`src/rtl/cart_load_defines.svh`:
```
/*
 * Shared widths, cartridge address map and file constants for the
 * cartridge download front end. Include wherever a macro is needed
 */
`ifndef CART_LOAD_DEFINES_SVH
`define CART_LOAD_DEFINES_SVH

////////////////////////////////////////////////////////////////////////////
// Widths
////////////////////////////////////////////////////////////////////////////

`define CL_ADDR_W          22        // Cartridge memory address
`define CL_FILE_ADDR_W     25        // Host file byte offset

////////////////////////////////////////////////////////////////////////////
// Cartridge memory map
////////////////////////////////////////////////////////////////////////////

`define CL_PRG_BASE        22'h000000
`define CL_CHR_BASE        22'h200000
`define CL_PRG_PAGE_SHIFT  14        // 16 KiB PRG pages
`define CL_CHR_PAGE_SHIFT  13        // 8 KiB CHR pages

// iNES magic, "NES" then EOF
`define CL_MAGIC0          8'h4E
`define CL_MAGIC1          8'h45
`define CL_MAGIC2          8'h53
`define CL_MAGIC3          8'h1A

`define CL_TYPE_CHEAT      8'hFF     // Host file index for cheat files

`endif
```
`src/rtl/cart_load_pkg.sv`:
```
/*
 * Types shared by the cartridge loader blocks: the iNES header views,
 * the packed mapper flags word, memory writes and cheat records
 */
`include "cart_load_defines.svh"

package cart_load_pkg;

	////////////////////////////////////////////////////////////////////////
	// iNES header
	////////////////////////////////////////////////////////////////////////

	// Field view, listed from byte 15 down to byte 0
	typedef struct packed {
		logic [5:0][7:0] tail;       // Bytes 10..15, zero on clean iNES 1.0
		logic [7:0]      byte9;
		logic [7:0]      byte8;      // NES 2.0 mapper MSB / submapper
		logic [7:0]      flags7;
		logic [7:0]      flags6;
		logic [7:0]      chr_pages;  // 8 KiB units, zero means CHR RAM
		logic [7:0]      prg_pages;  // 16 KiB units
		logic [3:0][7:0] magic;
	} ines_fields_t;

	// Written byte by byte, decoded by field
	typedef union packed {
		logic [15:0][7:0] bytes;
		ines_fields_t     fields;
	} ines_header_u;

	////////////////////////////////////////////////////////////////////////
	// Loader outputs
	////////////////////////////////////////////////////////////////////////

	// Mapper flags word handed to the console core
	typedef struct packed {
		logic [5:0] pad;
		logic       has_saves;
		logic [7:0] nes2_submapper_byte;
		logic       four_screen;
		logic       has_chr_ram;
		logic       mirroring;
		logic [2:0] chr_size;
		logic [2:0] prg_size;
		logic [7:0] mapper;
	} mapper_flags_t;

	typedef struct packed {
		logic [`CL_ADDR_W-1:0] addr;
		logic [7:0]            data;
	} mem_wr_t;

	// One cheat record, every word little endian in the file
	typedef struct packed {
		logic [31:0] flags;
		logic [31:0] address;
		logic [31:0] compare;
		logic [31:0] replace;
	} cheat_code_t;

	typedef enum logic [2:0] {
		LD_HEADER,
		LD_PRG,
		LD_CHR,
		LD_DONE,
		LD_ERROR
	} loader_state_e;

endpackage

```
`src/rtl/cart_load_top.sv`:
```
/*
 * Cartridge download front end. Sends host file bytes to the ROM loader
 * or the cheat assembler by file type and restarts the loader per ROM
 */
`timescale 1ns/1ps
`include "cart_load_defines.svh"

module cart_load_top (
	input  logic                         clk,
	input  logic                         reset_nes,
	input  logic                         downloading,
	input  logic [7:0]                   filetype,
	input  logic [`CL_FILE_ADDR_W-1:0]   file_addr,
	input  logic [7:0]                   file_data,
	input  logic                         file_wr,
	input  logic                         invert_mirroring,
	output logic                         mem_write,
	output cart_load_pkg::mem_wr_t       mem_wr,
	output logic                         busy,
	output logic                         done,
	output logic                         error,
	output cart_load_pkg::mapper_flags_t mapper_flags,
	output logic                         code_valid,
	output cart_load_pkg::cheat_code_t   code
);

	logic downloading_q;
	logic is_cheat;
	logic rom_start;   // First cycle of a ROM download
	logic rom_wr;
	logic cheat_wr;

	assign is_cheat  = (filetype == `CL_TYPE_CHEAT);
	assign rom_start = downloading && !downloading_q && !is_cheat;
	assign rom_wr    = file_wr && downloading && !is_cheat;
	assign cheat_wr  = file_wr && downloading && is_cheat;

	always_ff @(posedge clk) begin
		if (reset_nes)
			downloading_q <= 1'b0;
		else
			downloading_q <= downloading;
	end

	game_loader u_game_loader (
		.clk              (clk),
		.reset_nes        (reset_nes),
		.restart          (rom_start),
		.byte_wr          (rom_wr),
		.byte_data        (file_data),
		.invert_mirroring (invert_mirroring),
		.mem_write        (mem_write),
		.mem_wr           (mem_wr),
		.busy             (busy),
		.done             (done),
		.error            (error),
		.mapper_flags     (mapper_flags)
	);

	cheat_code_assembler u_cheat_code_assembler (
		.clk        (clk),
		.reset_nes  (reset_nes),
		.byte_wr    (cheat_wr),
		.byte_index (file_addr[3:0]),   // Offset within a 16-byte record
		.byte_data  (file_data),
		.code_valid (code_valid),
		.code       (code)
	);

endmodule

```
`src/rtl/cheat_code_assembler.sv`:
```
/*
 * Cheat file record assembler. Places each byte in its record lane by
 * file offset and pulses code_valid once byte 15 completes a record
 */
`timescale 1ns/1ps

module cheat_code_assembler (
	input  logic                       clk,
	input  logic                       reset_nes,
	input  logic                       byte_wr,
	input  logic [3:0]                 byte_index,
	input  logic [7:0]                 byte_data,
	output logic                       code_valid,
	output cart_load_pkg::cheat_code_t code
);

	logic [4:0] lane_lsb;   // Bit position of the byte in its word
	logic       last_byte;

	assign lane_lsb  = {byte_index[1:0], 3'b000};
	assign last_byte = byte_wr && (byte_index == 4'hF);

	////////////////////////////////////////////////////////////////////////
	// Record lanes
	////////////////////////////////////////////////////////////////////////

	// Word select from bits 3:2, least significant byte first
	always_ff @(posedge clk) begin
		if (byte_wr) begin
			case (byte_index[3:2])
				2'd0:    code.flags[lane_lsb +: 8]   <= byte_data;
				2'd1:    code.address[lane_lsb +: 8] <= byte_data;
				2'd2:    code.compare[lane_lsb +: 8] <= byte_data;
				default: code.replace[lane_lsb +: 8] <= byte_data;
			endcase
		end
	end

	// Record strobe, lands with byte 15 in place
	always_ff @(posedge clk) begin
		if (reset_nes)
			code_valid <= 1'b0;
		else
			code_valid <= last_byte;
	end

	// Records are 16 bytes apart in the stream
	a_single_pulse: assert property (@(posedge clk) disable iff (reset_nes)
		code_valid |=> !code_valid);

endmodule

```
`src/rtl/game_loader.sv`:
```
/*
 * ROM image loader. Captures the iNES header, then turns PRG and CHR
 * payload strobes into registered cartridge memory writes, one cycle
 * behind each strobe. restart begins a new file at its header
 */
`timescale 1ns/1ps
`include "cart_load_defines.svh"

module game_loader (
	input  logic                         clk,
	input  logic                         reset_nes,
	input  logic                         restart,
	input  logic                         byte_wr,
	input  logic [7:0]                   byte_data,
	input  logic                         invert_mirroring,
	output logic                         mem_write,
	output cart_load_pkg::mem_wr_t       mem_wr,
	output logic                         busy,
	output logic                         done,
	output logic                         error,
	output cart_load_pkg::mapper_flags_t mapper_flags
);
	import cart_load_pkg::*;

	loader_state_e         state;
	ines_header_u          hdr;
	logic [3:0]            hdr_cnt;     // Header bytes taken so far
	logic [`CL_ADDR_W-1:0] bytes_left;  // Remaining bytes in current region
	logic [`CL_ADDR_W-1:0] addr_cnt;
	logic                  header_ok;
	logic [`CL_ADDR_W-1:0] prg_bytes;
	logic [`CL_ADDR_W-1:0] chr_bytes;
	logic                  last_hdr;    // 16th header strobe
	logic                  payload_wr;  // Strobe accepted as PRG or CHR data

	assign last_hdr   = byte_wr && (state == LD_HEADER) && (hdr_cnt == 4'd15);
	assign payload_wr = byte_wr && (bytes_left != '0) &&
	                    ((state == LD_PRG) || (state == LD_CHR));

	ines_header_decoder u_header_decoder (
		.header           (hdr),
		.invert_mirroring (invert_mirroring),
		.header_ok        (header_ok),
		.prg_bytes        (prg_bytes),
		.chr_bytes        (chr_bytes),
		.flags            (mapper_flags)
	);

	// Header capture, a strobe on the restart cycle is byte 0
	always_ff @(posedge clk) begin
		if (byte_wr && restart)
			hdr.bytes[0] <= byte_data;
		else if (byte_wr && (state == LD_HEADER))
			hdr.bytes[hdr_cnt] <= byte_data;
	end

	////////////////////////////////////////////////////////////////////////
	// Load sequencing
	////////////////////////////////////////////////////////////////////////

	always_ff @(posedge clk) begin
		if (reset_nes || restart) begin
			state      <= LD_HEADER;
			hdr_cnt    <= restart ? {3'b000, byte_wr} : 4'd0;
			bytes_left <= '0;
			addr_cnt   <= `CL_PRG_BASE;
			mem_write  <= 1'b0;
			busy       <= 1'b0;
			done       <= 1'b0;
			error      <= 1'b0;
		end else begin
			mem_write <= payload_wr;
			case (state)
				LD_HEADER: begin
					if (byte_wr)
						hdr_cnt <= hdr_cnt + 4'd1;
					if (last_hdr) begin
						if (!header_ok) begin
							state <= LD_ERROR;   // Bad magic or trainer
							done  <= 1'b1;
							error <= 1'b1;
						end else begin
							busy <= 1'b1;
							if (prg_bytes != '0) begin
								state      <= LD_PRG;
								bytes_left <= prg_bytes;
								addr_cnt   <= `CL_PRG_BASE;
							end else begin
								state      <= LD_CHR;  // No PRG, straight to CHR
								bytes_left <= chr_bytes;
								addr_cnt   <= `CL_CHR_BASE;
							end
						end
					end
				end
				LD_PRG: begin
					if (payload_wr) begin
						bytes_left <= bytes_left - 1'b1;
						addr_cnt   <= addr_cnt + 1'b1;
						// Switch on the last byte so the next strobe lands in CHR
						if (bytes_left == `CL_ADDR_W'(1)) begin
							state      <= LD_CHR;
							bytes_left <= chr_bytes;
							addr_cnt   <= `CL_CHR_BASE;
						end
					end
				end
				LD_CHR: begin
					if (bytes_left == '0) begin
						state <= LD_DONE;
						busy  <= 1'b0;
						done  <= 1'b1;
					end else if (payload_wr) begin
						bytes_left <= bytes_left - 1'b1;
						addr_cnt   <= addr_cnt + 1'b1;
					end
				end
				default: ;  // Done and error hold until the next file
			endcase
		end
	end

	// Write data follows its strobe by one cycle
	always_ff @(posedge clk) begin
		if (payload_wr) begin
			mem_wr.addr <= addr_cnt;
			mem_wr.data <= byte_data;
		end
	end

	a_write_in_payload: assert property (@(posedge clk) disable iff (reset_nes)
		mem_write |-> ((state == LD_PRG) || (state == LD_CHR)));

	a_done_not_busy: assert property (@(posedge clk) disable iff (reset_nes)
		!(done && busy));

endmodule

```
`src/rtl/ines_header_decoder.sv`:
```
/*
 * Combinational iNES / NES 2.0 header decode. Gives header validity,
 * PRG and CHR payload lengths in bytes and the packed mapper flags
 */
`timescale 1ns/1ps
`include "cart_load_defines.svh"

module ines_header_decoder (
	input  cart_load_pkg::ines_header_u  header,
	input  logic                         invert_mirroring,
	output logic                         header_ok,
	output logic [`CL_ADDR_W-1:0]        prg_bytes,
	output logic [`CL_ADDR_W-1:0]        chr_bytes,
	output cart_load_pkg::mapper_flags_t flags
);

	logic magic_ok;
	logic is_nes2;
	logic is_dirty;   // Junk in the high bytes of an old iNES 1.0 header

	// Smallest k with pages <= 2**k, saturating at 7
	function automatic logic [2:0] size_code(input logic [7:0] pages);
		logic [2:0] k;
		k = 3'd7;
		for (int i = 6; i >= 0; i--) begin
			if (pages <= (9'd1 << i))
				k = i[2:0];
		end
		return k;
	endfunction

	////////////////////////////////////////////////////////////////////////
	// Validity
	////////////////////////////////////////////////////////////////////////

	assign magic_ok = (header.fields.magic[0] == `CL_MAGIC0) &&
	                  (header.fields.magic[1] == `CL_MAGIC1) &&
	                  (header.fields.magic[2] == `CL_MAGIC2) &&
	                  (header.fields.magic[3] == `CL_MAGIC3);

	// Trainer images are rejected
	assign header_ok = magic_ok && !header.fields.flags6[2];

	////////////////////////////////////////////////////////////////////////
	// Format detection
	////////////////////////////////////////////////////////////////////////

	assign is_nes2  = (header.fields.flags7[3:2] == 2'b10);
	assign is_dirty = !is_nes2 &&
	                  ((header.fields.byte9[7:1] != 7'd0) || (header.fields.tail != '0));

	// Payload lengths
	assign prg_bytes = `CL_ADDR_W'(header.fields.prg_pages) << `CL_PRG_PAGE_SHIFT;
	assign chr_bytes = `CL_ADDR_W'(header.fields.chr_pages) << `CL_CHR_PAGE_SHIFT;

	////////////////////////////////////////////////////////////////////////
	// Mapper flags word
	////////////////////////////////////////////////////////////////////////

	always_comb begin
		flags = '0;
		flags.has_saves   = header.fields.flags6[1];  // Battery backed RAM
		flags.four_screen = header.fields.flags6[3];
		flags.has_chr_ram = (header.fields.chr_pages == 8'd0);
		flags.mirroring   = header.fields.flags6[0] ^ invert_mirroring;
		flags.chr_size    = size_code(header.fields.chr_pages);
		flags.prg_size    = size_code(header.fields.prg_pages);

		// Byte 8 only means something on NES 2.0
		flags.nes2_submapper_byte = is_nes2 ? header.fields.byte8 : 8'h00;

		// Dirty headers keep only the low mapper nibble
		flags.mapper = {is_dirty ? 4'h0 : header.fields.flags7[7:4],
		                header.fields.flags6[7:4]};
	end

endmodule

```
`config.mk`:
```
export PLATFORM = sky130hd
export DESIGN_NAME = cart_load_top
export DESIGN_NICKNAME = d
export VERILOG_FILES = /design/src/rtl/cart_load_pkg.sv /design/src/rtl/cart_load_top.sv /design/src/rtl/cheat_code_assembler.sv /design/src/rtl/game_loader.sv /design/src/rtl/ines_header_decoder.sv
export VERILOG_INCLUDE_DIRS = /design/src /design/src/rtl
export SDC_FILE = /design/constraint.sdc
export NUM_CORES = 1
export LEC_CHECK = 0
export ABC_AREA = 1
export BUFFER_PORTS_ARGS = -buffer_cell sky130_fd_sc_hd__buf_2
export CORE_AREA = 2 2 169 171
export CTS_BUF_LIST = sky130_fd_sc_hd__clkbuf_4
export DETAILED_ROUTE_END_ITERATION = 8
export DIE_AREA = 0 0 171 173
export GPL_ROUTABILITY_DRIVEN = 0
export MAX_ROUTING_LAYER = met4
export PLACE_DENSITY = 0.7
export SLEW_MARGIN = 20
export SYNTH_ARGS = -nofsm -noshare
export SYNTH_HDL_FRONTEND = slang
export SYNTH_SLANG_ARGS = --single-unit
```
`constraint.sdc`:
```
create_clock -name clk -period 3.4 [get_ports clk]
set_input_delay 1.02 -clock clk [delete_from_list [all_inputs] [get_ports clk]]
set_output_delay 1.02 -clock clk [all_outputs]
set_load 0.01 [all_outputs]
```
; Word level (Yosys, flattened, before mapping)
; Index checks and enable logic that the tools add are counted.
[classes]
n_addsub = 4
magnitude_cmp = 16
n_eq_ne = 21
n_shift = 2
muxes = 60
bitwise_logic = 4
n_reduce_logical = 49
[op_table]
columns = operator, count
row1 = 22-bit two-way mux, 14
row2 = 22-bit one-hot mux with 3 select lines, 2
row3 = 128-bit bitwise mux, 1
row4 = 32-bit bitwise mux, 4
row5 = 48-bit nonzero test, 1
row6 = 3-bit two-way mux, 15
row7 = 22-bit nonzero test, 2
row8 = 8-bit demux with 4-bit select, 1
row9 = 8-bit two-way mux, 4
row10 = "8-bit by 7-bit variable shift with 32-bit output, first input constant", 1
row11 = 8-bit by 7-bit variable part select with 32-bit output, 1
row12 = "8-bit by 7-bit == test with 1-bit output, second input constant", 3
row13 = "22-bit by 1-bit adder with 22-bit output, second input constant", 1
row14 = "22-bit by 1-bit == test with 1-bit output, second input constant", 1
row15 = 22-bit logical NOT, 1
row16 = "22-bit by 1-bit subtractor with 22-bit output, second input constant", 1
row17 = 1-bit logical AND, 17
row18 = "8-bit by 1-bit <= comparator with 1-bit output, second input constant", 2
row19 = "8-bit by 2-bit <= comparator with 1-bit output, second input constant", 2
row20 = "8-bit by 3-bit <= comparator with 1-bit output, second input constant", 2
row21 = "8-bit by 4-bit <= comparator with 1-bit output, second input constant", 2
row22 = "8-bit by 5-bit <= comparator with 1-bit output, second input constant", 2
row23 = "8-bit by 6-bit <= comparator with 1-bit output, second input constant", 2
row24 = "8-bit by 7-bit <= comparator with 1-bit output, second input constant", 2
row25 = other kinds (34), 72
[totals]
reg_bits = 343
input_bits = 46

; Longest topological paths before layout
; Gate-level depths: netlist (run 1).
[depth]
ltp_word = 8
ltp_mapped = 13

; By module
; A second synthesis (run 1) with hierarchy kept.
[hier_totals]
cells_unflattened = 1395
hier_area_um2 = 14722.9
[modules_own_cells]
columns = module, instances, cells_each, area_each_um2, seq_area_each_um2
row1 = game_loader, 1, 909, 9076.2, 5885.6
row2 = cheat_code_assembler, 1, 233, 4372.9, 3863.7
row3 = ines_header_decoder, 1, 238, 1187.4, 0.0
row4 = cart_load_top, 1, 15, 86.3, 20.0

; Worst setup path after synthesis (run 1)
; No wires, ideal clock.
[synth_timing]
path_kind = input -> register
from = input port filetype[1]
to = register, netlist name u_game_loader.mem_wr[0]
setup_time_ns = 0.417
t_arrival_ns = 2.700
required_ns = 2.983
slack_ns = 0.283
stages = 7
n_path_buf = 0
cell_sequence = nand2_1 > nor2_1 > nand2_1 > nand2_1 > inv_1 > nand2_2 > nor2_1
[synth_between]
elab_chain_cells = 5
[synth_lines]
columns = item, line
row1 = start: declaration, cart_load_top.sv:12  ; input logic [7:0] filetype,
row2 = 8-bit == test (no line), n/a
row3 = 1-bit logical NOT, cart_load_top.sv:35  ; assign rom_wr = file_wr && downloading && !is_cheat;
row4 = 1-bit logical AND, cart_load_top.sv:35
row5 = 1-bit logical AND (2 in series), game_loader.sv:37  ; assign payload_wr = byte_wr && (bytes_left != '0) &&
row6 = net u_game_loader.payload_wr, game_loader.sv:34  ; logic payload_wr;
; The timed path passes the listed nets, and every way through them passes these cells.
; A chain may end at the register's enable or synchronous reset.

==> results.md, run 1 <==
| Group | Quantity | Value |
|:---|:---|:---|
| outcome | Result of the run | completed |
| routing | Average vias per placed instance | 5.03 |
| synth | Post-synthesis instance total | 1267 |
| grt | GRT Resource Usage Total | 0.230 |
| power | Maximum resistive drop on vdd | 0.378 mV |
| clock network | Clock-pin slew of the registers on the worst-case setup and hold paths | 0.06 ns |
| synth | Mean post-synth cell area | 11.0 um2 |
| floorplan | Die X-Extent | 171 um |
| setup path | Crit Path Category | flip-flop to output pin |
| synth | Library cell with the highest instance count after synthesis | sky130_fd_sc_hd__edfxtp_1 |
| floorplan | Die Ht | 173 um |
| grt | Wire length of the first global-routing pass | 50900 um |
| setup path | Reg-to-Reg Start | u_game_loader.state[1] |
| setup path | Critical path arrival | 2.23 ns |
| synth | Ranking of synthesized cells by instance count | sky130_fd_sc_hd__edfxtp_1 (287), sky130_fd_sc_hd__nand2_1 (279), sky130_fd_sc_hd__nor2_1 (189) |
| synth | EDFF count, synth | 287 |
| cells and area | # nets final | 1635 |
| cells and area | Core occupancy in the finished layout | 0.608 |
| clock network | CTS buffer count | 85 |
| clock network | Clock insertion delay at the later pin of the skew report | 0.70 ns |
| synth | Area fraction of the dominant cell type after synthesis | 0.617 |
| synth | Yosys reg bits | 340 |
| routing | Detailed-route wire length per cell | 16.4 um |
| grt | Number of antenna violations at the first check in global routing | 2 |
| timing | Max transition margin | 0.619 |
| placed design | Post-placement setup slack | 0.349 ns |
| timing | Minimum clock period after layout | 3.25 ns |
| synth | Syn Std Cell Area | 14000 um2 |
| routing | Wirelength, routed | 33200 um |
| timing | Final setup vio count | 0 |
| synth | Library cell occupying the most area in the post-synthesis netlist | sky130_fd_sc_hd__edfxtp_1 |
| cells and area | Filler Cell Count | 2259 |
| floorplan | Initial core utilization | 0.505 |
| cells and area | FF/Latch Area | 9680 um2 |
| clock network | Maximum clock path buffer count | 3 |
| synth | Share of the yosys chip area belonging to registers | 0.693 |
| synth | Flip-flop cell with the highest count after synthesis | sky130_fd_sc_hd__edfxtp_1 |
| timing | Fmax achieved | 308 MHz |
| routing | TritonRoute pass-1 iters | 6 |
| timing | Max Clock Skew | 0.0341 ns |
| setup path | Worst Setup End Kind | output pin |
| cells and area | Fraction of final layout cells sized beyond drive strength 1 | 0.270 |
| routing | Post-detailed-route count of antenna-violating nets | 0 |
| floorplan | Area of the core | 27600 um2 |
| timing | Transition time of the tightest slew-check pin | 0.571 ns |
| clock network | CTS Hold Buffers Added | 0 |
| cells and area | Finished layout cell area | 16800 um2 |
| synth | Post-synthesis cell type count | 44 |
| setup path | Number of cell instances on the worst register-to-register path | 12 |
| cells and area | Area grow syn2layout | 20.3% |
| clock network | Clock root cell | sky130_fd_sc_hd__clkbuf_4 |
| timing | Setup TNS after final layout | 0 ns |
| synth | Cells taking the most area after synthesis | sky130_fd_sc_hd__edfxtp_1 (62%), sky130_fd_sc_hd__dfxtp_1 (7.6%), sky130_fd_sc_hd__nand2_1 (7.5%) |
| clock network | H-tree level count | 3 |
| power | Leakage power | 6.39 nW |
| placed design | Post-Place Cell Area | 15600 um2 |
| cells and area | Multi-input logic area | 3660 um2 |
| min path | Path category of the worst min-delay check | flip-flop to flip-flop |
| timing | Period utilisation layout | 0.956 |
| floorplan | # rows | 61 |
| grt | GRT overflow | 0 |
| timing | Worst-case setup margin in the final layout | 0.150 ns |
| setup path | Crit. Startpoint | u_game_loader.hdr[34] |
| timing | Unrepaired setup endpoints after global routing | true |
| clock network | Clock tree from TritonCTS | built |
| placed design | HPWL reported at the end of detailed placement | 22400 um |
| clock network | Num Clock Sinks | 340 |
| placed design | Port Buffers | 213 |
| setup path | Maximum fanout count along the critical path | 5 |
| setup path | CP startpoint kind | flip-flop |
| grt | Largest net degree at the start of global routing | 31 |
| floorplan | Die area | 29600 um2 |
| routing | Total DRC errors in the routed layout | 0 |
| run | Max-cap violations | 0 |
| power | Pwr dens | 488 nW/um2 |
| synth | Share of flip-flops with an asynchronous set or reset after synthesis | 0 |
| timing | Count of pins over their slew limit | 0 |
| min path | Cells on Worst Hold Path | 0 |
| synth | Synth warnings | 0 |
| floorplan | IO Pins | 241 |
| min path | Source of the worst hold timing path | u_game_loader.addr_cnt[21] |
| timing | Final hold viol count | 0 |
| grt | Vias in the first global route | 9776 |
| routing | Via Count | 10157 |
| routing | Initial DRC count | 735 |
| setup path | Critical Path RT | 2.38 ns |
==> final timing paths <==
| check | to | slack, ns |
|---|---|---|
| hold reg to reg | u_game_loader.mem_wr[29] | 0.43 |
| hold / removal | u_game_loader.mem_wr[29] | 0.43 |
| setup / recovery | mapper_flags[8] | 0.15 |
| setup reg to reg | u_game_loader.bytes_left[0] | 0.94 |
==> worst max-delay path: stages (launching register included) <==
cell	delay [ns]
sky130_fd_sc_hd__edfxtp_1	0.42
sky130_fd_sc_hd__or2_2	0.35
sky130_fd_sc_hd__nor3_2	0.14
sky130_fd_sc_hd__a31oi_1	0.13
sky130_fd_sc_hd__o21ai_1	0.15
sky130_fd_sc_hd__nand2_1	0.06
sky130_fd_sc_hd__nand2_1	0.06
sky130_fd_sc_hd__nand2_1	0.07
sky130_fd_sc_hd__buf_2	0.15
==> sequential cells by signal, summed over array words and instances, names as in the netlist <==
signal and cells:
u_game_loader.hdr_cnt 4, u_game_loader.bytes_left 22, u_game_loader.mem_wr 30, u_game_loader.done 1
u_game_loader.mem_write 1, u_game_loader.hdr 125, u_cheat_code_assembler.code_valid 1, u_cheat_code_assembler.code 128
u_game_loader.error 1, downloading_q 1, u_game_loader.addr_cnt 22, u_game_loader.state 3
u_game_loader.busy 1
==> area by class of cell <==
cell class                      count  area share
Inverter                          118      0.0264
Tap cell                          378      0.0282
Antenna cell                        2    0.000298
Multi-Input combinational cell    770       0.218
Clock buffer                      124      0.0554
Clock inverter                     26      0.0103
Sequential cell                   340       0.576
Timing Repair Buffer              262      0.0854
==> power breakdown <==
group          total [mW]  leakage (nW)  internal (mW)  switching, mW
Sequential           4.53          2.83           4.52         0.0111
Clock                3.46         0.657           1.84           1.63
Combinational       0.202          2.90         0.0457          0.156
Total                8.20          6.39           6.40           1.79
==> metal layers <==
metal | up-vias | wire (um) | GRT usage
li1 | 4951 | - | -
met1 | 4753 | 13900 | 0.281
met2 | 397 | 15600 | 0.359
met3 | 56 | 3090 | 0.0755
met4 | 0 | 700 | 0.0826
met5 | - | 0 | -
==> layout by cell type, fill, tap and decap left out, drive strengths merged, types with 9 or more instances in the layout <==
master and n:
o21ai 29, clkbuf 124, nand3 92, nor4 14, or2 9, xor2 16
dfxtp 53, a21oi 40, nor3 20, inv 118, ha 12, nand2 283
nand4 23, nor2 200, clkinv 23, edfxtp 287, buf 262
==> repair_timing <==
| item | in CTS | in global routing |
|---|---|---|
| endpoints found under the setup margin | 2 | 7 |
| gates resized for setup | 2 | 13 |
| setup buffers | 2 | 4 |
| pin swaps | 0 | 2 |
==> cell families (layout without fill, tap and decap cells) <==
logic type / Yosys count / after routing / synth area share
simple gates: 647 / 647 / 0.199
flops: 340 / 340 / 0.693
fa+ha+maj: 12 / 12 / 0.0108
xor+xnor: 19 / 19 / 0.0119
buf+inv: 162 / 530 / 0.0504
other cells: 1 / 8 / 0.000269
compound gates: 86 / 86 / 0.0348
==> through the flow <==
step	hold WS (ns)	std cells	total power, mW
floorplan	0.408	1272	4.73
global placement	0.413	1862	4.82
detailed placement	0.417	1862	4.83
CTS	0.434	2014	8.29
global route	0.443	2020	8.51
finish	0.434	2020	8.20
No activity file was read; power rests on OpenSTA's default activity.
==> run 2, diff against run 1 <==
==> constraint.sdc (replaced) <==
create_clock -name clk -period 3.8 [get_ports clk]
set_input_delay 1.14 -clock clk [delete_from_list [all_inputs] [get_ports clk]]
set_output_delay 1.14 -clock clk [all_outputs]
set_load 0.01 [all_outputs]
==> run 2 against run 1 <==
Compared with the run above:
- global-route usage grew 0.44 points
- flip-flop and latch count unchanged
- via count shrank 0.51%
- non-clock buffer count shrank 15
- critical path depth is 3 lower
- combinational power fell by 9%
==> results.md, run 2 (same netlist as run 1, synthesis figures left out) <==
| Group | Quantity | Value | vs previous |
|:---|:---|:---|:---|
| outcome | Result of the run | completed | unchanged |
| timing | Setup TNS after final layout | 0 ns | unchanged |
| routing | Post-detailed-route count of antenna-violating nets | 0 | unchanged |
| clock network | CTS Hold Buffers Added | 0 | unchanged |
| routing | Average vias per placed instance | 5.06 | was 5.03 |
| floorplan | Die Ht | 173 um | unchanged |
| timing | Count of pins over their slew limit | 0 | unchanged |
| timing | Minimum clock period after layout | 3.51 ns |  |
| power | Total chip power | 7.28 mW | was 8.20 mW |
| timing | Period utilisation layout | 0.924 |  |
| setup path | CP startpoint kind | flip-flop | unchanged |
| grt | Vias in the first global route | 10036 | was 9776 |
| cells and area | Most common cell after layout, fill and taps aside | sky130_fd_sc_hd__edfxtp_1 | unchanged |
| routing | Total DRC errors in the routed layout | 0 | unchanged |
| placed design | Port Buffers | 213 | unchanged |
| setup path | Critical Path RT | 2.66 ns | was 2.38 ns |
| setup path | Reg-to-Reg Start | u_game_loader.bytes_left[0] | was u_game_loader.state[1] |
| cells and area | Number of cells in the finished layout apart from fillers | 1999 | was 2020 |
| clock network | Clock root cell | sky130_fd_sc_hd__clkbuf_4 | unchanged |
| routing | TritonRoute pass-1 iters | 6 | unchanged |
| timing | Fmax achieved | 285 MHz |  |
| timing | Final-layout worst hold slack | 0.436 ns | was 0.434 ns |
| cells and area | Commonest cells after routing, fill and taps aside | sky130_fd_sc_hd__edfxtp_1 (287), sky130_fd_sc_hd__nand2_1 (279), sky130_fd_sc_hd__buf_2 (213) | unchanged |
| floorplan | Die area | 29600 um2 | unchanged |
| clock network | Clock-pin slew of the registers on the worst-case setup and hold paths | 0.06 ns | about the same |
| cells and area | Number of flip-flops in the largest register | 128 | unchanged |
| floorplan | Area of the core | 27600 um2 | unchanged |
| clock network | Cells resized by post-CTS repair | 0 | was 2 |
| placed design | Number of instances in the placed design | 1853 | was 1862 |
| cells and area | # nets final | 1619 | was 1635 |
| grt | Largest net degree at the start of global routing | 31 | unchanged |
| floorplan | Initial core utilization | 0.505 | unchanged |
| setup path | Worst path slowest cell | sky130_fd_sc_hd__edfxtp_1 | unchanged |
| cells and area | Area grow syn2layout | 18.8% | was 20.3% |
| setup path | Delay of the slowest cell on the worst path | 0.47 ns | was 0.42 ns |
| grt | Wire length of the first global-routing pass | 52100 um | was 50900 um |
| setup path | Maximum fanout count along the critical path | 5 | unchanged |
| floorplan | # rows | 61 | unchanged |
| routing | Wirelength, routed | 33400 um | was 33200 um |
| timing | Transition time of the tightest slew-check pin | 1.08 ns | was 0.571 ns |
| grt | GRT Resource Usage Total | 0.235 | was 0.230 |
| timing | Unrepaired setup endpoints after global routing | false | was true |
| clock network | Num Clock Sinks | 340 | unchanged |
| timing | Final setup vio count | 0 | unchanged |
| routing | Detailed-route wire length per cell | 16.7 um | was 16.4 um |
| setup path | Number of stages on the worst setup path | 5 | was 8 |
| timing | Max transition margin | 0.282 | was 0.619 |
| timing | Max Clock Skew | 0.0583 ns | was 0.0341 ns |
| setup path | Crit. Startpoint | u_game_loader.hdr[33] | was u_game_loader.hdr[34] |
| setup path | End point of the critical path | mapper_flags[9] | was mapper_flags[8] |
| setup path | Number of cell instances on the worst register-to-register path | 12 | unchanged |
| power | Maximum resistive drop on vdd | 0.284 mV | was 0.378 mV |
| floorplan | Die X-Extent | 171 um | unchanged |
| setup path | Most used cell, CP | sky130_fd_sc_hd__a21oi_1 | was sky130_fd_sc_hd__nand2_1 |
| routing | Via Count | 10105 | was 10157 |
| power | Pwr dens | 439 nW/um2 | was 488 nW/um2 |
| setup path | Crit Path Category | flip-flop to output pin | unchanged |
| cells and area | Core occupancy in the finished layout | 0.601 | was 0.608 |
| setup path | Category of cells accounting for the largest share of critical-path delay | simple AND/OR/NAND/NOR gates | unchanged |
| floorplan | IO Pins | 241 | unchanged |
| routing | Initial DRC count | 932 | was 735 |
| setup path | R2R Path End | u_game_loader.bytes_left[9] | was u_game_loader.bytes_left[0] |
| placed design | HPWL reported at the end of detailed placement | 22900 um | was 22400 um |
| min path | Path category of the worst min-delay check | flip-flop to flip-flop | unchanged |
| setup path | Register-to-register path setup slack | 1.29 ns | was 0.94 ns |
| run | Max-cap violations | 0 | unchanged |
| clock network | H-tree level count | 3 | unchanged |
| clock network | Total setup buffers inserted after CTS | 0 | was 2 |
| clock network | CTS buffer count | 84 | was 85 |
| setup path | WP buf/inv | 1 | unchanged |
| grt | GRT overflow | 0 | unchanged |
| setup path | Worst Setup End Kind | output pin | unchanged |
| setup path | Cell chain of the critical path | or2_2 > nor4_1 > a21oi_1 > a21oi_1 > buf_2 | was or2_2 > nor3_2 > a31oi_1 > o21ai_1 > nand2_1 > nand2_1 > nand2_1 > buf_2 |
| clock network | Clock tree from TritonCTS | built | unchanged |
| clock network | Maximum clock path buffer count | 3 | unchanged |
| clock network | Clock insertion delay at the later pin of the skew report | 0.70 ns | about the same |
| grt | Number of antenna violations at the first check in global routing | 1 | was 2 |
| cells and area | Fraction of final layout cells sized beyond drive strength 1 | 0.254 | was 0.270 |
| timing | Final hold viol count | 0 | unchanged |
| power | Leakage power | 6.28 nW | was 6.39 nW |
| setup path | Critical path arrival | 2.37 ns | was 2.23 ns |
## run 2: how the worst min path moves through the flow
stage	startpoint	end	depth (start not counted)
3_3_place_gp	u_game_loader.addr_cnt[21]	u_game_loader.mem_wr[29]	0
2_1_floorplan	u_game_loader.addr_cnt[21]	u_game_loader.mem_wr[29]	0
5_1_grt	u_game_loader.addr_cnt[21]	u_game_loader.mem_wr[29]	0
6_report	u_game_loader.addr_cnt[21]	u_game_loader.mem_wr[29]	0
4_1_cts	u_game_loader.addr_cnt[21]	u_game_loader.mem_wr[29]	0
3_5_place_dp	u_game_loader.addr_cnt[21]	u_game_loader.mem_wr[29]	0
## run 2: through the flow
| step | cell area (um2) | setup slack [ns] |
|---|---|---|
| floorplan | 14000 | 0.563 |
| global placement | 15500 | 0.619 |
| detailed placement | 15500 | 0.587 |
| CTS | 16600 | 0.224 |
| global route | 16600 | 0.0620 |
| finish | 16600 | 0.290 |
## run 2: cell type report
type / instances / area [um2]
fill: 2339 / 11000
sequential: 340 / 9680
multi-input combinational: 770 / 3600
timing repair buffer: 247 / 1320
clock buffer: 122 / 916
tap: 378 / 473
inverter: 118 / 443
clock inverter: 23 / 159
antenna: 1 / 2.50
## run 2: worst register-to-register path: stages, from the launching register on
cell and delay [ns]:
sky130_fd_sc_hd__dfxtp_1 0.33, sky130_fd_sc_hd__inv_1 0.11, sky130_fd_sc_hd__ha_1 0.33, sky130_fd_sc_hd__nand2_2 0.14, sky130_fd_sc_hd__nor2_2 0.13, sky130_fd_sc_hd__nand3_2 0.12, sky130_fd_sc_hd__nand2_2 0.12, sky130_fd_sc_hd__nand2_2 0.18
sky130_fd_sc_hd__nand4_2 0.23, sky130_fd_sc_hd__buf_4 0.24, sky130_fd_sc_hd__buf_4 0.26, sky130_fd_sc_hd__nand2_1 0.08, sky130_fd_sc_hd__a21oi_1 0.15
## run 2: layer usage
| layer | share of wire | GRT usage | vias to the layer above |
|---|---|---|---|
| li1 | - | - | 4900 |
| met1 | 0.41 | 0.292 | 4720 |
| met2 | 0.48 | 0.367 | 432 |
| met3 | 0.093 | 0.0742 | 53 |
| met4 | 0.017 | 0.0742 | 0 |
| met5 | 0 | - | - |
## run 2: report_power, final
group / internal [mW] / switching, mW
Combinational: 0.0397 / 0.145
Clock: 1.61 / 1.42
Sequential: 4.05 / 0.00999
==> run 3, diff against run 2 <==
--- a/config.mk
+++ b/config.mk
@@ -15,6 +15,7 @@
 export GPL_ROUTABILITY_DRIVEN = 0
 export MAX_ROUTING_LAYER = met4
 export PLACE_DENSITY = 0.7
+export RECOVER_POWER = 25
 export SLEW_MARGIN = 20
 export SYNTH_ARGS = -nofsm -noshare
 export SYNTH_HDL_FRONTEND = slang
==> run 3 against run 2 <==
Compared with the run above:
- register-to-register slack hardly changed
- sequential power hardly changed
- flip-flop and latch count stayed put
- sequential share of layout area is 0.15 points higher
- final area is 0.26% lower
- power hardly changed
- clock skew is 0.0029 ns higher
==> results.md, run 3 (same netlist as run 1, synthesis figures left out) <==
| Group | Quantity | Value | vs previous |
|:---|:---|:---|:---|
| outcome | Result of the run | completed | unchanged |
| cells and area | # nets final | 1619 | unchanged |
| timing | Final hold viol count | 0 | unchanged |
| clock network | Clock root cell | sky130_fd_sc_hd__clkbuf_4 | unchanged |
| routing | Post-detailed-route count of antenna-violating nets | 0 | unchanged |
| timing | Setup TNS after final layout | 0 ns | unchanged |
| setup path | Worst Setup End Kind | output pin | unchanged |
| setup path | CP startpoint kind | flip-flop | unchanged |
| cells and area | Fraction of final layout cells sized beyond drive strength 1 | 0.243 | was 0.254 |
| timing | Max Clock Skew | 0.0612 ns | was 0.0583 ns |
| grt | Number of antenna violations at the first check in global routing | 1 | unchanged |
| cells and area | Commonest cells after routing, fill and taps aside | sky130_fd_sc_hd__edfxtp_1 (287), sky130_fd_sc_hd__nand2_1 (279), sky130_fd_sc_hd__buf_2 (203) | was sky130_fd_sc_hd__edfxtp_1 (287), sky130_fd_sc_hd__nand2_1 (279), sky130_fd_sc_hd__buf_2 (213) |
| grt | GRT Resource Usage Total | 0.235 | unchanged |
| timing | Max transition margin | 0.188 | was 0.282 |
| routing | TritonRoute pass-1 iters | 6 | unchanged |
| placed design | HPWL reported at the end of detailed placement | 22900 um | unchanged |
| timing | Transition time of the tightest slew-check pin | 1.22 ns | was 1.08 ns |
| grt | Wire length of the first global-routing pass | 52100 um | unchanged |
| floorplan | # rows | 61 | unchanged |
| clock network | Maximum clock path buffer count | 3 | unchanged |
| setup path | Crit Path Category | flip-flop to output pin | unchanged |
| grt | Vias in the first global route | 10036 | unchanged |
| routing | Total DRC errors in the routed layout | 0 | unchanged |
| floorplan | Die X-Extent | 171 um | unchanged |
| timing | Count of pins over their slew limit | 0 | unchanged |
| clock network | Total setup buffers inserted after CTS | 0 | unchanged |
| clock network | Clock insertion delay at the later pin of the skew report | 0.70 ns | about the same |
| placed design | Post-Place Cell Area | 15500 um2 | unchanged |
| power | Maximum resistive drop on vdd | 0.287 mV | was 0.284 mV |
| setup path | Critical path arrival | 2.35 ns | was 2.37 ns |
| run | Max-cap violations | 0 | unchanged |
| routing | Average vias per placed instance | 5.07 | was 5.06 |
| cells and area | Number of flip-flops in the largest register | 128 | unchanged |
| clock network | Cells resized by post-CTS repair | 0 | unchanged |
| floorplan | IO Pins | 241 | unchanged |
| cells and area | Finished layout cell area | 16600 um2 | about the same |
| setup path | Critical Path RT | 2.66 ns | about the same |
| clock network | Clock tree from TritonCTS | built | unchanged |
| clock network | CTS Hold Buffers Added | 0 | unchanged |
| floorplan | Initial core utilization | 0.505 | unchanged |
| floorplan | Die area | 29600 um2 | unchanged |
| floorplan | Area of the core | 27600 um2 | unchanged |
| grt | GRT overflow | 0 | unchanged |
| clock network | Clock-pin slew of the registers on the worst-case setup and hold paths | 0.07 ns | was 0.06 ns |
| timing | Fmax achieved | 287 MHz | was 285 MHz |
| routing | Detailed-route wire length per cell | 16.7 um | about the same |
| clock network | Num Clock Sinks | 340 | unchanged |
| clock network | H-tree level count | 3 | unchanged |
| power | Pwr dens | 440 nW/um2 | was 439 nW/um2 |
| setup path | Maximum fanout count along the critical path | 5 | unchanged |
| cells and area | Most common cell after layout, fill and taps aside | sky130_fd_sc_hd__edfxtp_1 | unchanged |
| grt | Largest net degree at the start of global routing | 31 | unchanged |
| timing | Period utilisation layout | 0.918 | was 0.924 |
| routing | Wirelength, routed | 33500 um | was 33400 um |
| timing | Minimum clock period after layout | 3.49 ns | was 3.51 ns |
| cells and area | Area grow syn2layout | 18.5% | was 18.8% |
| clock network | CTS buffer count | 84 | unchanged |
| floorplan | Die Ht | 173 um | unchanged |
| routing | Initial DRC count | 922 | was 932 |
| min path | Path category of the worst min-delay check | flip-flop to flip-flop | unchanged |
| cells and area | Filler Cell Count | 2355 | was 2339 |
| timing | Unrepaired setup endpoints after global routing | false | unchanged |
| power | Leakage power | 6.22 nW | was 6.28 nW |
| placed design | Port Buffers | 213 | unchanged |
| timing | Final setup vio count | 0 | unchanged |
| routing | Via Count | 10132 | was 10105 |
-- run 3: path summary, 6_finish.rpt --
| path | startpoint | end | slack [ns] | cells past startpoint |
|---|---|---|---|---|
| worst max register to register | u_game_loader.bytes_left[0] | u_game_loader.bytes_left[9] | 1.29 | 12 |
| worst min register to register | u_game_loader.addr_cnt[21] | u_game_loader.mem_wr[29] | 0.44 | 0 |
| worst min-delay path | u_game_loader.addr_cnt[21] | u_game_loader.mem_wr[29] | 0.44 | 0 |
| worst max-delay path | u_game_loader.hdr[35] | mapper_flags[8] | 0.31 | 8 |
-- run 3: cell type report --
type                            instances  area [um2]  area share
Timing Repair Buffer                  247        1280      0.0773
Tap cell                              378         473      0.0286
Antenna cell                            1        2.50    0.000151
Clock buffer                          122         916      0.0553
Clock inverter                         23         159     0.00960
Multi-Input combinational cell        770        3600       0.218
Inverter                              118         443      0.0268
Sequential cell                       340        9680       0.585
-- run 3: critical path: stages, from the launching register on --
cell and delay (ns):
sky130_fd_sc_hd__edfxtp_1 0.44, sky130_fd_sc_hd__or2_2 0.37, sky130_fd_sc_hd__nor3_1 0.24, sky130_fd_sc_hd__a31oi_1 0.13
sky130_fd_sc_hd__o21ai_0 0.16, sky130_fd_sc_hd__nand2_1 0.06, sky130_fd_sc_hd__nand2_1 0.06, sky130_fd_sc_hd__nand2_1 0.07
sky130_fd_sc_hd__buf_2 0.15
-- run 3: power breakdown --
group	switching (mW)	internal (mW)	leakage, nW
Clock	1.42	1.61	0.637
Sequential	0.0101	4.05	2.83
Combinational	0.145	0.0367	2.76
Total	1.58	5.70	6.22
-- run 3: stage by stage --
step / total power, mW / setup WS (ns) / utilization / hold WS (ns) / cells
after floorplan: 4.23 / 0.563 / - / 0.408 / 1272
after global placement: 4.32 / 0.619 / 0.562 / 0.417 / 1853
after detailed placement: 4.32 / 0.587 / 0.562 / 0.426 / 1853
after CTS: 7.36 / 0.224 / 0.601 / 0.442 / 1998
after global routing: 7.56 / 0.0620 / 0.599 / 0.448 / 1999
final: 7.28 / 0.311 / 0.599 / 0.436 / 1999
-- run 3: per-layer routing --
layer  part of all wire  vias up  routed length, um  global-route usage
li1                   -     4905                  -                   -
met1               0.41     4722              13800               0.292
met2               0.48      449              15900               0.367
met3              0.096       56               3200              0.0742
met4              0.017        0                579              0.0742
met5                  0        -                  0                   -
